[config.mk]
export PLATFORM = sky130hd
export DESIGN_NAME = uart_loader_top
export DESIGN_NICKNAME = d
export VERILOG_FILES = /design/src/verilog/uart_loader_pkg.sv /design/src/verilog/uart_rx_framer.sv /design/src/verilog/word_assembler.sv /design/src/verilog/load_monitor.sv /design/src/verilog/uart_loader_top.sv
export SDC_FILE = /design/constraint.sdc
export NUM_CORES = 1
export LEC_CHECK = 0
export ABC_AREA = 0
export BUFFER_PORTS_ARGS = -buffer_cell sky130_fd_sc_hd__buf_4
export CAP_MARGIN = 20
export CORE_ASPECT_RATIO = 1.4
export CORE_MARGIN = 4
export CORE_UTILIZATION = 30
export DETAILED_ROUTE_END_ITERATION = 8
export PLACE_DENSITY_LB_ADDON = 0.25
export SLEW_MARGIN = 20
export SYNTH_ARGS = -nofsm -noshare
export SYNTH_HDL_FRONTEND = slang
export SYNTH_SLANG_ARGS = --single-unit
[constraint.sdc]
create_clock -name clk -period 2.3 [get_ports clk]
set_clock_uncertainty 0.15 [all_clocks]
set_input_delay 0.69 -clock clk [delete_from_list [all_inputs] [get_ports clk]]
set_output_delay 0.69 -clock clk [all_outputs]
set_load 0.01 [all_outputs]
[src/verilog/uart_loader_pkg.sv]
package uart_loader_pkg;

    // serial timing, in clocks
    localparam int bps_cnt = 16;
    // sample point inside a bit period
    localparam int half_bps = 8;

    // loading ends after this many words
    localparam int max_words = 8;
    // or after this many quiet bit times once a byte was seen
    localparam int max_idle_bits = 40;

    localparam int data_w = 32;

    // one received byte, valid for a single cycle
    typedef struct packed {
        logic       valid;
        logic [7:0] data;
    } rx_byte_t;

    // one word write towards memory
    typedef struct packed {
        logic              valid;
        logic [data_w-1:0] addr;
        logic [data_w-1:0] data;
    } mem_write_t;

endpackage

[src/verilog/uart_rx_framer.sv]
module uart_rx_framer (
    input  logic                      clk,
    input  logic                      rst,
    input  logic                      rx,
    output uart_loader_pkg::rx_byte_t byte_out,
    output logic                      line_active
);

    logic [2:0] rx_sync;
    logic       fall;
    logic       busy;
    logic       stop_tail;
    logic       mid_bit;
    logic       bit_end;
    logic       byte_valid;
    logic [3:0] bit_cnt;
    logic [7:0] shift;
    logic [$clog2(uart_loader_pkg::bps_cnt)-1:0] baud_cnt;

    // rx_sync[0] takes the raw line
    always_ff @(posedge clk) begin
        if (rst) begin
            rx_sync <= '1;
        end else begin
            rx_sync <= {rx_sync[1:0], rx};
        end
    end

    assign fall    = rx_sync[2] & ~rx_sync[1];
    assign mid_bit = (baud_cnt == uart_loader_pkg::half_bps - 1);
    assign bit_end = (baud_cnt == uart_loader_pkg::bps_cnt - 1);

    // bit 0 is start, 1..8 data, 9 stop
    always_ff @(posedge clk) begin
        if (rst) begin
            busy       <= 1'b0;
            stop_tail  <= 1'b0;
            baud_cnt   <= '0;
            bit_cnt    <= '0;
            byte_valid <= 1'b0;
        end else begin
            byte_valid <= 1'b0;
            if (!busy && fall) begin
                busy      <= 1'b1;
                stop_tail <= 1'b0;
                baud_cnt  <= '0;
                bit_cnt   <= '0;
            end else if (busy) begin
                baud_cnt <= bit_end ? '0 : baud_cnt + 1'b1;
                if (bit_end) begin
                    bit_cnt <= bit_cnt + 1'b1;
                end
                if (mid_bit) begin
                    if (bit_cnt == 4'd0 && rx_sync[1]) begin
                        // start bit gone by mid-bit, just noise
                        busy <= 1'b0;
                    end else if (bit_cnt == 4'd9) begin
                        busy       <= 1'b0;
                        stop_tail  <= 1'b1;
                        byte_valid <= rx_sync[1];
                    end
                end
            end else if (stop_tail) begin
                // second half of the stop bit
                baud_cnt <= bit_end ? '0 : baud_cnt + 1'b1;
                if (bit_end) begin
                    stop_tail <= 1'b0;
                end
            end
        end
    end

    // data bits arrive lsb first
    always_ff @(posedge clk) begin
        if (busy && mid_bit && bit_cnt >= 4'd1 && bit_cnt <= 4'd8) begin
            shift <= {rx_sync[1], shift[7:1]};
        end
    end

    always_comb begin
        byte_out.valid = byte_valid;
        byte_out.data  = shift;
    end

    assign line_active = busy | stop_tail;

    strobe_single_cycle: assert property (
        @(posedge clk) disable iff (rst) byte_valid |=> !byte_valid
    );

endmodule

[src/verilog/word_assembler.sv]
module word_assembler (
    input  logic                        clk,
    input  logic                        rst,
    input  uart_loader_pkg::rx_byte_t   byte_in,
    output uart_loader_pkg::mem_write_t mem_write
);

    logic [1:0]                        lane;
    logic                              wr_valid;
    logic [uart_loader_pkg::data_w-1:0] word;
    logic [uart_loader_pkg::data_w-1:0] addr;

    // lane 3 completes a word
    always_ff @(posedge clk) begin
        if (rst) begin
            lane     <= '0;
            wr_valid <= 1'b0;
            addr     <= '0;
        end else begin
            wr_valid <= byte_in.valid && (lane == 2'd3);
            if (byte_in.valid) begin
                lane <= lane + 1'b1;
            end
            // address moves on once the write has gone out
            if (wr_valid) begin
                addr <= addr + 3'd4;
            end
        end
    end

    // newest byte enters at the top, first byte ends up in [7:0]
    always_ff @(posedge clk) begin
        if (byte_in.valid) begin
            word <= {byte_in.data, word[uart_loader_pkg::data_w-1:8]};
        end
    end

    always_comb begin
        mem_write.valid = wr_valid;
        mem_write.addr  = addr;
        mem_write.data  = word;
    end

    addr_word_aligned: assert property (
        @(posedge clk) disable iff (rst) addr[1:0] == 2'b00
    );

endmodule

[src/verilog/load_monitor.sv]
module load_monitor (
    input  logic                        clk,
    input  logic                        rst,
    input  logic                        byte_seen,
    input  logic                        line_active,
    input  uart_loader_pkg::mem_write_t mem_write,
    output logic                        done
);

    logic received;
    logic [$clog2(uart_loader_pkg::max_words+1)-1:0]     word_cnt;
    logic [$clog2(uart_loader_pkg::bps_cnt)-1:0]         bit_div;
    logic [$clog2(uart_loader_pkg::max_idle_bits+1)-1:0] idle_cnt;

    always_ff @(posedge clk) begin
        if (rst) begin
            word_cnt <= '0;
        end else if (mem_write.valid && word_cnt != uart_loader_pkg::max_words) begin
            word_cnt <= word_cnt + 1'b1;
        end
    end

    // idle time only counts once something has been received
    always_ff @(posedge clk) begin
        if (rst) begin
            received <= 1'b0;
            bit_div  <= '0;
            idle_cnt <= '0;
        end else begin
            if (byte_seen) begin
                received <= 1'b1;
            end
            if (line_active || !received) begin
                bit_div  <= '0;
                idle_cnt <= '0;
            end else if (idle_cnt != uart_loader_pkg::max_idle_bits) begin
                if (bit_div == uart_loader_pkg::bps_cnt - 1) begin
                    bit_div  <= '0;
                    idle_cnt <= idle_cnt + 1'b1;
                end else begin
                    bit_div <= bit_div + 1'b1;
                end
            end
        end
    end

    // sticky until reset
    always_ff @(posedge clk) begin
        if (rst) begin
            done <= 1'b0;
        end else if (mem_write.valid && word_cnt == uart_loader_pkg::max_words - 1) begin
            done <= 1'b1;
        end else if (idle_cnt == uart_loader_pkg::max_idle_bits) begin
            done <= 1'b1;
        end
    end

    no_write_after_done: assert property (
        @(posedge clk) disable iff (rst) done |-> !mem_write.valid
    );

    // assembler address tracks the words counted here
    write_addr_in_order: assert property (
        @(posedge clk) disable iff (rst)
        mem_write.valid |-> mem_write.addr == {word_cnt, 2'b00}
    );

endmodule

[src/verilog/uart_loader_top.sv]
module uart_loader_top (
    input  logic                        clk,
    input  logic                        rst,
    input  logic                        rx,
    output uart_loader_pkg::mem_write_t mem_write,
    output logic                        done
);

    uart_loader_pkg::rx_byte_t byte_strb;
    logic                      line_active;

    uart_rx_framer uart_rx_framer_inst (
        .clk         (clk),
        .rst         (rst),
        .rx          (rx),
        .byte_out    (byte_strb),
        .line_active (line_active)
    );

    word_assembler word_assembler_inst (
        .clk       (clk),
        .rst       (rst),
        .byte_in   (byte_strb),
        .mem_write (mem_write)
    );

    load_monitor load_monitor_inst (
        .clk         (clk),
        .rst         (rst),
        .byte_seen   (byte_strb.valid),
        .line_active (line_active),
        .mem_write   (mem_write),
        .done        (done)
    );

endmodule

==> run summary, run 1 <==
================================================================================
Synthesized cell area                                               0.004076 mm²
Result of the run                                                   finished, final reports clean
Number of buffers between clock root and the deepest sink                      2
Worst slew pin tran                                                    0.7110 ns
Endpoint kind of the worst setup timing path                            register
Start point of the worst hold path                                  uart_rx_framer_inst.rx_sync[0]$_SDFF_PP1_
Data arrival time of the critical path                                   2.20 ns
Global-route wire length before repair                                  13.23 mm
Detailed-route wire length                                              8.099 mm
Highest routed layer                                                        met4
Layout Nets                                                                  453
Synthesized area per cell                                              11.11 µm²
Worst EP required                                                        2.43 ns
Number of antenna diodes                                                       0
Critical register-to-register path startpoint                       word_assembler_inst.addr[16]$_SDFFE_PP0P_
Worst IR drop on VDD                                                   0.2886 mV
Top cell type's share of synthesized area                                 0.3094
Number of max-slew violations in the final report                              0
Sequential power share                                                     0.556
Clock tree from TritonCTS                                                  built
Die width                                                               106.5 µm
Met1 Wirelength                                                         3.367 mm
Setup slack of the critical path after layout                          0.2365 ns
Cells on Worst Hold Path                                                       1
I/O pin cnt                                                                   69
Number of max-capacitance violations reported                                  0
Worst reg2reg path depth                                                       4
Hold Path Sink                                                      uart_rx_framer_inst.rx_sync[1]$_SDFF_PP1_
Worst Setup Start Kind                                                  register
Vias per inst                                                              4.708
Achievable clock frequency                                            0.4846 GHz
Number of synthesized register bits                                          103
Remaining antenna violation count                                              0
Total chip power                                                      0.003393 W
Vias in the first global route                                             2,730
Inserted Clock Buffers                                                         9
Power density cells                                                 666.8 mW/mm²
Starting utilization of the core area                                     0.3059
DR pass1 iterations                                                            4
Total gr overflow                                                              0
Critical path fanouts, max                                                    20
Number of sinks driven by the clock tree                                     103
Hold Vio Cnt, Final                                                            0
CP Class                                                              reg -> reg
Pin count of the biggest net entering global routing                          37
Setup slack after placement                                            0.1543 ns
DR DRC count                                                                   0
Routed met2 length                                                      4.253 mm
Cell total after placement                                                   610
Vias                                                                       2,947
DIE AREA                                                             0.01554 mm²
Fin crit share                                                            0.8972
Count of input and output buffers                                             66
Share of synthesized flip-flops with an asynchronous set or reset              0
Number of synthesized flops with an enable pin                                40
Total setup violations reported at the end of the flow                         0
Placed wire-length estimate after detailed placement                    5.607 mm
Hold slack                                                             0.2626 ns
Core Footprint                                                       0.01333 mm²
Setup repair after global routing missed its margin                           no
Hold WC Path Type                                                     reg -> reg
Number of cell rows                                                           50
Routed len/inst                                                         12.94 µm
Clock share of power                                                       0.435
Final setup TNS                                                             0 ns
Number of warning messages in the yosys log                                    0
Sequential area share after synthesis                                     0.6041
Pleak                                                                   1.807 nW
Met3 Routed Length                                                        339 µm
Combinational Power Share                                                  0.009
Capture instance of the worst register-to-register path             word_assembler_inst.addr[31]$_SDFFE_PP0P_
Height of the die                                                       145.9 µm
Proportion of layout cells with a drive suffix above 1                    0.2230
Min cycle time layout                                                   2.064 ns
Root cell of the clock tree                                         sky130_fd_sc_hd__clkbuf_16
CTS clock-pin slew for the worst setup and hold paths                    0.08 ns
Dominant register cell in the synthesized netlist                   sky130_fd_sc_hd__dfxtp_1
Internal cell power                                                   0.002649 W
Area growth from synthesis to layout                                      24.83%
Number of DRC violations after detailed-routing iteration 0                  114
Clock insertion delay at the later pin of the skew report                0.35 ns
Dominant cell type by area after synthesis                          sky130_fd_sc_hd__dfxtp_1
Setup slack, reg-to-reg                                                  0.24 ns
Non-filler instance count after layout                                       626
Number of distinct library cells after synthesis                              42
Switching power share of the total                                        0.2194
Filler Cell Count                                                          1,332
Top cells by area in the synthesized netlist                        sky130_fd_sc_hd__dfxtp_1, sky130_fd_sc_hd__edfxtp_1, sky130_fd_sc_hd__a21oi_1
Initial antenna violation count                                                0
Post-synthesis instance total                                                367
Depth of the CTS H-tree                                                        3
Aggregate global-route resource usage                                     0.1051
Final Wtd Congestion                                                      0.7546
Relative slew slack                                                       0.5250
Switching power                                                      0.0007445 W
================================================================================
sequential cells by signal, indices dropped and copies added (netlist names), 2 cells and up:
name,cells
load_monitor_inst.bit_div,4
load_monitor_inst.idle_cnt,6
load_monitor_inst.word_cnt,4
uart_rx_framer_inst.baud_cnt,4
uart_rx_framer_inst.bit_cnt,4
uart_rx_framer_inst.rx_sync,3
uart_rx_framer_inst.shift,8
word_assembler_inst.addr,30
word_assembler_inst.lane,2
word_assembler_inst.word,32
repair_timing:
item / in CTS / in global routing
hold buffers: 0 / 0
buffers inserted: 0 / 0
endpoints found under the setup margin: 0 / 1
gates resized for setup: 0 / 1
cell families (layout without fill, tap and decap cells):
group                    after synthesis  count (layout)  share of synthesized area
AND/OR/NAND/NOR                      129             129                     0.1734
flip-flops                           103             103                     0.6041
AO/OA/AOI/OAI                         69              69                    0.09853
buffers and inverters                 28             104                    0.03161
XOR/XNOR                              21              21                    0.04512
adder cells (fa/ha/maj)               11              11                    0.03376
multiplexers                           5               5                    0.01258
other                                  1               2                  0.0009199
synthesized netlist by cell type, types with 2 or more instances:
cell type	number
sky130_fd_sc_hd__a21oi_1	30
sky130_fd_sc_hd__a311oi_1	2
sky130_fd_sc_hd__and2_1	2
sky130_fd_sc_hd__and4_1	5
sky130_fd_sc_hd__buf_4	4
sky130_fd_sc_hd__clkbuf_1	10
sky130_fd_sc_hd__dfxtp_1	63
sky130_fd_sc_hd__edfxtp_1	40
sky130_fd_sc_hd__ha_1	11
sky130_fd_sc_hd__inv_1	12
sky130_fd_sc_hd__mux2i_1	4
sky130_fd_sc_hd__nand2_1	23
sky130_fd_sc_hd__nand2b_1	2
sky130_fd_sc_hd__nand3_1	10
sky130_fd_sc_hd__nand3b_1	2
sky130_fd_sc_hd__nand4_1	12
sky130_fd_sc_hd__nor2_1	33
sky130_fd_sc_hd__nor3_1	4
sky130_fd_sc_hd__nor3b_1	2
sky130_fd_sc_hd__nor4_1	3
sky130_fd_sc_hd__o21ai_0	18
sky130_fd_sc_hd__o31ai_1	13
sky130_fd_sc_hd__or2_2	3
sky130_fd_sc_hd__or3_1	11
sky130_fd_sc_hd__or4_1	12
sky130_fd_sc_hd__xnor2_1	9
sky130_fd_sc_hd__xor2_1	12
layer usage:
layer | global-route usage | vias to the layer above
li1 | - | 1486
met1 | 0.1208 | 1408
met2 | 0.1808 | 44
met4 | 0.03967 | 0
met3 | 0.03418 | 9
met5 | 0 | -
power groups by stage:
stage,Clock [W],Combinational (W),Sequential (W)
after global placement,0,0.0000312,0.00193
final,0.00147,0.0000311,0.00189
after global routing,0.00159,0.0000347,0.00189
after detailed placement,0,0.0000312,0.00193
after CTS,0.00153,0.0000314,0.00189
after floorplan,0,0.0000265,0.00193
how the worst max path moves through the flow:
stage | startpoint | endpoint | slack, ns | cells past startpoint
after floorplan | uart_rx_framer_inst.baud_cnt[0]$_SDFFE_PP0P_ | uart_rx_framer_inst.shift[0]$_DFFE_PP_ | 0.1 | 4
after global placement | word_assembler_inst.addr[2]$_SDFFE_PP0P_ | word_assembler_inst.addr[26]$_SDFFE_PP0P_ | 0.21 | 5
after detailed placement | word_assembler_inst.addr[2]$_SDFFE_PP0P_ | word_assembler_inst.addr[30]$_SDFFE_PP0P_ | 0.15 | 5
after CTS | word_assembler_inst.addr[2]$_SDFFE_PP0P_ | word_assembler_inst.addr[26]$_SDFFE_PP0P_ | 0.13 | 5
after global routing | word_assembler_inst.addr[16]$_SDFFE_PP0P_ | word_assembler_inst.addr[24]$_SDFFE_PP0P_ | 0.08 | 4
final | word_assembler_inst.addr[16]$_SDFFE_PP0P_ | word_assembler_inst.addr[31]$_SDFFE_PP0P_ | 0.24 | 4
worst max-delay path, cell delays in order (launching register included):
cell and delay, ns:
sky130_fd_sc_hd__dfxtp_1 0.44, sky130_fd_sc_hd__nand4_1 0.19, sky130_fd_sc_hd__or4_4 0.58, sky130_fd_sc_hd__or4_1 0.50, sky130_fd_sc_hd__a21oi_1 0.15
cells in the final DEF, fill, tap and decap left out, types with 3 or more instances in the layout:
cell	count
sky130_fd_sc_hd__a21oi_1	30
sky130_fd_sc_hd__and4_1	5
sky130_fd_sc_hd__buf_4	76
sky130_fd_sc_hd__clkbuf_16	9
sky130_fd_sc_hd__dfxtp_1	63
sky130_fd_sc_hd__edfxtp_1	40
sky130_fd_sc_hd__ha_1	11
sky130_fd_sc_hd__inv_1	12
sky130_fd_sc_hd__mux2i_1	4
sky130_fd_sc_hd__nand2_1	23
sky130_fd_sc_hd__nand3_1	10
sky130_fd_sc_hd__nand4_1	12
sky130_fd_sc_hd__nor2_1	33
sky130_fd_sc_hd__nor3_1	4
sky130_fd_sc_hd__nor4_1	3
sky130_fd_sc_hd__o21ai_0	18
sky130_fd_sc_hd__o31ai_1	13
sky130_fd_sc_hd__or2_2	3
sky130_fd_sc_hd__or3_1	10
sky130_fd_sc_hd__or4_1	12
sky130_fd_sc_hd__xnor2_1	9
sky130_fd_sc_hd__xor2_1	12
through the flow:
stage	util	area [µm²]
after floorplan	-	4080
after global placement	0.3598	4795
after detailed placement	0.3598	4795
after CTS	0.3815	5084
after global routing	0.3819	5089
final	0.3819	5089
area by class of cell:
cell class	instances	area [µm²]	share of cell area
clock buffer	9	225.2	0.04426
clock inverter	7	63.81	0.01254
inverter	12	45.04	0.008852
multi-input combinational	237	1494	0.2936
sequential	103	2462	0.4839
tap	182	227.7	0.04475
timing repair buffer	76	570.5	0.1121
No activity file was read; power rests on OpenSTA's default activity.
==> inputs of run 2 (changes only) <==
Settings changed: CELL_PAD_IN_SITES_DETAIL_PLACEMENT set to 0, CELL_PAD_IN_SITES_GLOBAL_PLACEMENT set to 1.
Clock period 2.3 ns to 2.18 ns, I/O delays scaled along.
==> run summary, run 2 (same netlist as run 1, synthesis figures left out) <==
==================================================================================
Clock insertion delay at the later pin of the skew report                  0.34 ns
Total buffers and inverters traversed by the critical path                       0
Vias                                                                         2,943
Number of sinks driven by the clock tree                                       103
Start point of the worst hold path                                    uart_rx_framer_inst.rx_sync[0]$_SDFF_PP1_
Power density cells                                                   695.1 mW/mm²
Setup repair after global routing missed its margin                             no
Hold Path Sink                                                        uart_rx_framer_inst.rx_sync[1]$_SDFF_PP1_
CTS clock-pin slew for the worst setup and hold paths                      0.07 ns
Setup slack, reg-to-reg                                                    0.15 ns
Result of the run                                                     finished, final reports clean
Cells on Worst Hold Path                                                         1
Worst EP required                                                          2.30 ns
Pleak                                                                     1.848 nW
Cell breakdown of the critical path                                   nand4_4, or4_4, or4_1, a21oi_1
I/O pin cnt                                                                     69
DIE AREA                                                               0.01554 mm²
Regs by FF count                                                      word_assembler_inst.word x32, word_assembler_inst.addr x30, uart_rx_framer_inst.shift x8
Placed inst area                                                      0.004852 mm²
Die width                                                                 106.5 µm
Remaining antenna violation count                                                0
Aggregate global-route resource usage                                       0.1072
DR pass1 iterations                                                              4
Count of input and output buffers                                               66
Worst reg2reg path depth                                                         4
Hold Vio Cnt, Final                                                              0
Critical path depth in cells                                                     4
Area growth from synthesis to layout                                        26.27%
Number of DRC violations after detailed-routing iteration 0                     98
Routed len/inst                                                           12.97 µm
Total setup violations reported at the end of the flow                           0
Family of cells with the greatest summed delay on the critical path   simple AND/OR/NAND/NOR gates
Worst IR drop on VDD                                                     0.3508 mV
Hold WC Path Type                                                       reg -> reg
Initial antenna violation count                                                  0
Worst slew pin tran                                                      0.6879 ns
Number of max-capacitance violations reported                                    0
Quantity of hold-fixing buffers added after cts                                  0
Cell area after layout                                                0.005147 mm²
Starting utilization of the core area                                       0.3059
Final setup TNS                                                               0 ns
Worst Setup Start Kind                                                    register
Relative slew slack                                                         0.5404
Placed wire-length estimate after detailed placement                      5.705 mm
Highest cell delay on the worst timing path                                0.62 ns
Gates resized, CTS repair                                                        0
Capture instance of the worst register-to-register path               word_assembler_inst.addr[28]$_SDFFE_PP0P_
Number of flip-flops in the largest register                                    32
Root cell of the clock tree                                           sky130_fd_sc_hd__clkbuf_16
Vias in the first global route                                               2,742
Layout Nets                                                                    460
Number of buffers between clock root and the deepest sink                        2
Most flops, register                                                  word_assembler_inst.word
Core Footprint                                                         0.01333 mm²
Min cycle time layout                                                     2.031 ns
Number of max-slew violations in the final report                                0
Total gr overflow                                                                0
Clock tree from TritonCTS                                                    built
Vias per inst                                                                4.649
Fin crit share                                                              0.9317
Proportion of layout cells with a drive suffix above 1                      0.2417
Most common library cell in the layout ignoring fill and taps         sky130_fd_sc_hd__buf_4
Data arrival time of the critical path                                     2.16 ns
Final Wtd Congestion                                                        0.7488
Total chip power                                                        0.003578 W
Inserted Clock Buffers                                                           9
Critical Path Slowest Stage Cell                                      sky130_fd_sc_hd__or4_4
CP Class                                                                reg -> reg
Global-route wire length before repair                                    13.56 mm
Depth of the CTS H-tree                                                          3
Critical register-to-register path startpoint                         word_assembler_inst.addr[12]$_SDFFE_PP0P_
Achievable clock frequency                                              0.4923 GHz
Number of cell rows                                                             50
Pin count of the biggest net entering global routing                            37
Detailed-route wire length                                                8.209 mm
Endpoint kind of the worst setup timing path                              register
DR DRC count                                                                     0
Critical path fanouts, max                                                      20
Buffers inserted by post-CTS timing repair                                       0
Height of the die                                                         145.9 µm
Commonest cells after routing, fill and taps aside                    sky130_fd_sc_hd__buf_4, sky130_fd_sc_hd__dfxtp_1, sky130_fd_sc_hd__edfxtp_1
Number of antenna diodes                                                         0
==================================================================================
-- run 2: cell types whose count changed in the layout (fill, tap and decap cells not counted) --
cell                         delta
sky130_fd_sc_hd__buf_4          +7
sky130_fd_sc_hd__inv_8          -1
sky130_fd_sc_hd__a211oi_2       +1
sky130_fd_sc_hd__dfxtp_1        -2
sky130_fd_sc_hd__inv_6          +2
sky130_fd_sc_hd__a211oi_1       -1
sky130_fd_sc_hd__dfxtp_2        +2
sky130_fd_sc_hd__clkinvlp_4     -1
-- run 2: how the worst max path moves through the flow --
| stage | start | endpoint | slack (ns) |
|---|---|---|---|
| final | word_assembler_inst.addr[12]$_SDFFE_PP0P_ | word_assembler_inst.addr[28]$_SDFFE_PP0P_ | 0.15 |
| after global routing | word_assembler_inst.addr[18]$_SDFFE_PP0P_ | word_assembler_inst.addr[28]$_SDFFE_PP0P_ | 0.007 |
| after CTS | word_assembler_inst.addr[3]$_SDFFE_PP0P_ | word_assembler_inst.addr[28]$_SDFFE_PP0P_ | 0.07 |
| after detailed placement | word_assembler_inst.addr[3]$_SDFFE_PP0P_ | word_assembler_inst.addr[24]$_SDFFE_PP0P_ | 0.11 |
| after global placement | word_assembler_inst.addr[3]$_SDFFE_PP0P_ | word_assembler_inst.addr[26]$_SDFFE_PP0P_ | 0.15 |
| after floorplan | word_assembler_inst.addr[2]$_SDFFE_PP0P_ | word_assembler_inst.addr[18]$_SDFFE_PP0P_ | 0.07 |
-- run 2: stage by stage --
stage	utilization	cells	worst slack, ns	hold slack, ns
3_3_place_gp	0.3641	617	0.1507	0.2441
2_1_floorplan	-	368	0.06657	0.2395
6_report	0.3863	633	0.1488	0.2618
3_5_place_dp	0.3641	617	0.1116	0.2460
5_1_grt	0.3863	633	0.007195	0.2780
4_1_cts	0.3857	633	0.07334	0.2637
-- run 2: final cells by class --
cell class	instances	area (µm²)
Timing Repair Buffer	83	623.1
Clock inverter	7	62.56
Multi-Input combinational cell	237	1499
Tap cell	182	227.7
Fill cell	1318	8178
Inverter	12	45.04
Clock buffer	9	225.2
Sequential cell	103	2465
-- run 2: power by group --
| group | switching (W) | total, W | internal (W) |
|---|---|---|---|
| registers | 0.00000525 | 0.00199 | 0.00199 |
| clock network | 0.000754 | 0.00155 | 0.000800 |
| logic | 0.0000239 | 0.0000334 | 0.00000953 |
-- run 2: routing by layer --
| layer | global-route usage | up-vias | wire length [µm] |
|---|---|---|---|
| met2 | 0.1761 | 41 | 4085 |
| met1 | 0.1344 | 1397 | 3711 |
| met4 | 0.04415 | 0 | 130 |
| li1 | - | 1497 | - |
| met5 | 0 | - | 0 |
| met3 | 0.02619 | 8 | 282 |
==> inputs of run 3 (changes only) <==
Settings changed: CORE_UTILIZATION 30 to 40, PLACE_DENSITY_LB_ADDON 0.25 to 0.1, REMOVE_ABC_BUFFERS set to 1.
==> run summary, run 3 (same netlist as run 1, synthesis figures left out) <==
============================================================================
Clock tree from TritonCTS                                              built
Hold Vio Cnt, Final                                                        0
Number of DRC violations after detailed-routing iteration 0              117
Number of max-capacitance violations reported                              0
Start point of the worst hold path                              uart_rx_framer_inst.rx_sync[0]$_SDFF_PP1_
Placed wire-length estimate after detailed placement                5.541 mm
Height of the die                                                   127.4 µm
Data arrival time of the critical path                               2.26 ns
Capture instance of the worst register-to-register path         word_assembler_inst.addr[25]$_SDFFE_PP0P_
Clock insertion delay at the later pin of the skew report            0.34 ns
Vias                                                                   2,979
Number of sinks driven by the clock tree                                 103
Setup slack, reg-to-reg                                              0.05 ns
Placed inst area                                                0.004773 mm²
Worst IR drop on VDD                                               0.4161 mV
CP Class                                                          reg -> reg
Quantity of hold-fixing buffers added after cts                            0
Vias per inst                                                          5.066
Area growth from synthesis to layout                                  25.23%
Initial antenna violation count                                            0
Remaining antenna violation count                                          0
I/O pin cnt                                                               69
Inserted Clock Buffers                                                     9
Most common library cell in the layout ignoring fill and taps   sky130_fd_sc_hd__buf_4
Worst EP required                                                    2.31 ns
Commonest cells after routing, fill and taps aside              sky130_fd_sc_hd__buf_4, sky130_fd_sc_hd__dfxtp_1, sky130_fd_sc_hd__edfxtp_1
Count of input and output buffers                                         66
Layout Nets                                                              462
Total gr overflow                                                          0
Hold Path Sink                                                  uart_rx_framer_inst.rx_sync[1]$_SDFF_PP1_
Relative slew slack                                                   0.5211
Final Wtd Congestion                                                  0.7429
Number of max-slew violations in the final report                          0
Number of buffers between clock root and the deepest sink                  2
Cell total after placement                                               568
Critical register-to-register path startpoint                   word_assembler_inst.addr[17]$_SDFFE_PP0P_
Achievable clock frequency                                        0.4690 GHz
Number of cell rows                                                       43
Number of antenna diodes                                                   0
Proportion of layout cells with a drive suffix above 1                0.2539
Most flops, register                                            word_assembler_inst.word
Number of flip-flops in the largest register                              32
DIE AREA                                                         0.01189 mm²
Non-filler instance count after layout                                   588
Core Footprint                                                  0.009953 mm²
Starting utilization of the core area                                 0.4096
Vias in the first global route                                         2,942
Pleak                                                               1.850 nW
DR pass1 iterations                                                        4
Endpoint kind of the worst setup timing path                        register
Global-route wire length before repair                              13.31 mm
Result of the run                                               finished, final reports clean
Worst Setup Start Kind                                              register
Regs by FF count                                                word_assembler_inst.word x32, word_assembler_inst.addr x30, uart_rx_framer_inst.shift x8
Depth of the CTS H-tree                                                    3
DR DRC count                                                               0
Power density cells                                             691.2 mW/mm²
Hold WC Path Type                                                 reg -> reg
Worst slew pin tran                                                0.7168 ns
Die width                                                           93.32 µm
Final core occ                                                        0.5129
CTS clock-pin slew for the worst setup and hold paths                0.07 ns
Detailed-route wire length                                          7.986 mm
Root cell of the clock tree                                     sky130_fd_sc_hd__clkbuf_16
Critical path fanouts, max                                                 6
Aggregate global-route resource usage                                 0.1393
Total setup violations reported at the end of the flow                     0
Worst reg2reg path depth                                                   4
Min cycle time layout                                               2.132 ns
Cell area after layout                                          0.005105 mm²
Fin crit share                                                        0.9781
Routed len/inst                                                     13.58 µm
Cells on Worst Hold Path                                                   1
Pin count of the biggest net entering global routing                      33
Total chip power                                                  0.003529 W
============================================================================
[run 3: timing repair]
| item | in CTS | in global routing |
|---|---|---|
| buffers inserted | 0 | 2 |
| endpoints found under the setup margin | 0 | 6 |
| resized for setup | 0 | 9 |
[run 3: worst max-delay path, cell delays in order, from the launching register on]
cell and delay, ns:
sky130_fd_sc_hd__dfxtp_2 0.37, sky130_fd_sc_hd__nand4_1 0.16, sky130_fd_sc_hd__or4_2 0.75, sky130_fd_sc_hd__or4_1 0.50, sky130_fd_sc_hd__a21oi_1 0.14
[run 3: worst max path at each step]
stage                                         startpoint                                         to  slack [ns]  depth (start not counted)
2_1_floorplan    word_assembler_inst.wr_valid$_SDFF_PP0_  word_assembler_inst.addr[21]$_SDFFE_PP0P_       -0.03                          4
3_3_place_gp    word_assembler_inst.addr[3]$_SDFFE_PP0P_  word_assembler_inst.addr[30]$_SDFFE_PP0P_         0.1                          5
3_5_place_dp    word_assembler_inst.addr[3]$_SDFFE_PP0P_  word_assembler_inst.addr[26]$_SDFFE_PP0P_        0.04                          5
4_1_cts         word_assembler_inst.addr[3]$_SDFFE_PP0P_  word_assembler_inst.addr[26]$_SDFFE_PP0P_        0.01                          5
5_1_grt        word_assembler_inst.addr[17]$_SDFFE_PP0P_  word_assembler_inst.addr[31]$_SDFFE_PP0P_      -0.007                          4
6_report       word_assembler_inst.addr[17]$_SDFFE_PP0P_  word_assembler_inst.addr[25]$_SDFFE_PP0P_        0.05                          4
[run 3: per-stage QoR]
stage	setup WS (ns)	hold slack, ns	TNS [ns]
floorplan	-0.02879	0.2395	-0.2497
global placement	0.09543	0.2462	0
detailed placement	0.04245	0.2460	0
CTS	0.01417	0.2631	0
global route	-0.007384	0.2920	-0.01875
finish	0.04784	0.2627	0
[run 3: where the power goes]
part           internal [W]  switching [W]   total, W
sequential          0.00199     0.00000499    0.00199
clock              0.000788       0.000714    0.00150
combinational     0.0000107      0.0000235  0.0000343
total               0.00279       0.000743    0.00353
[run 3: final cells by class]
type | count | area (µm²)
Fill cell | 955 | 4848
Sequential cell | 103 | 2470
Multi-Input combinational cell | 239 | 1518
Timing Repair Buffer | 83 | 623.1
Clock buffer | 9 | 225.2
Tap cell | 135 | 168.9
Clock inverter | 7 | 55.05
Inverter | 12 | 45.04
[run 3: per-layer routing]
metal | GRT usage | part of all wire | routed length [µm]
met5 | 0 | 0 | 0
met1 | 0.1530 | 0.43 | 3409
met3 | 0.04122 | 0.046 | 364
met4 | 0.05436 | 0.015 | 123
met2 | 0.2489 | 0.51 | 4088
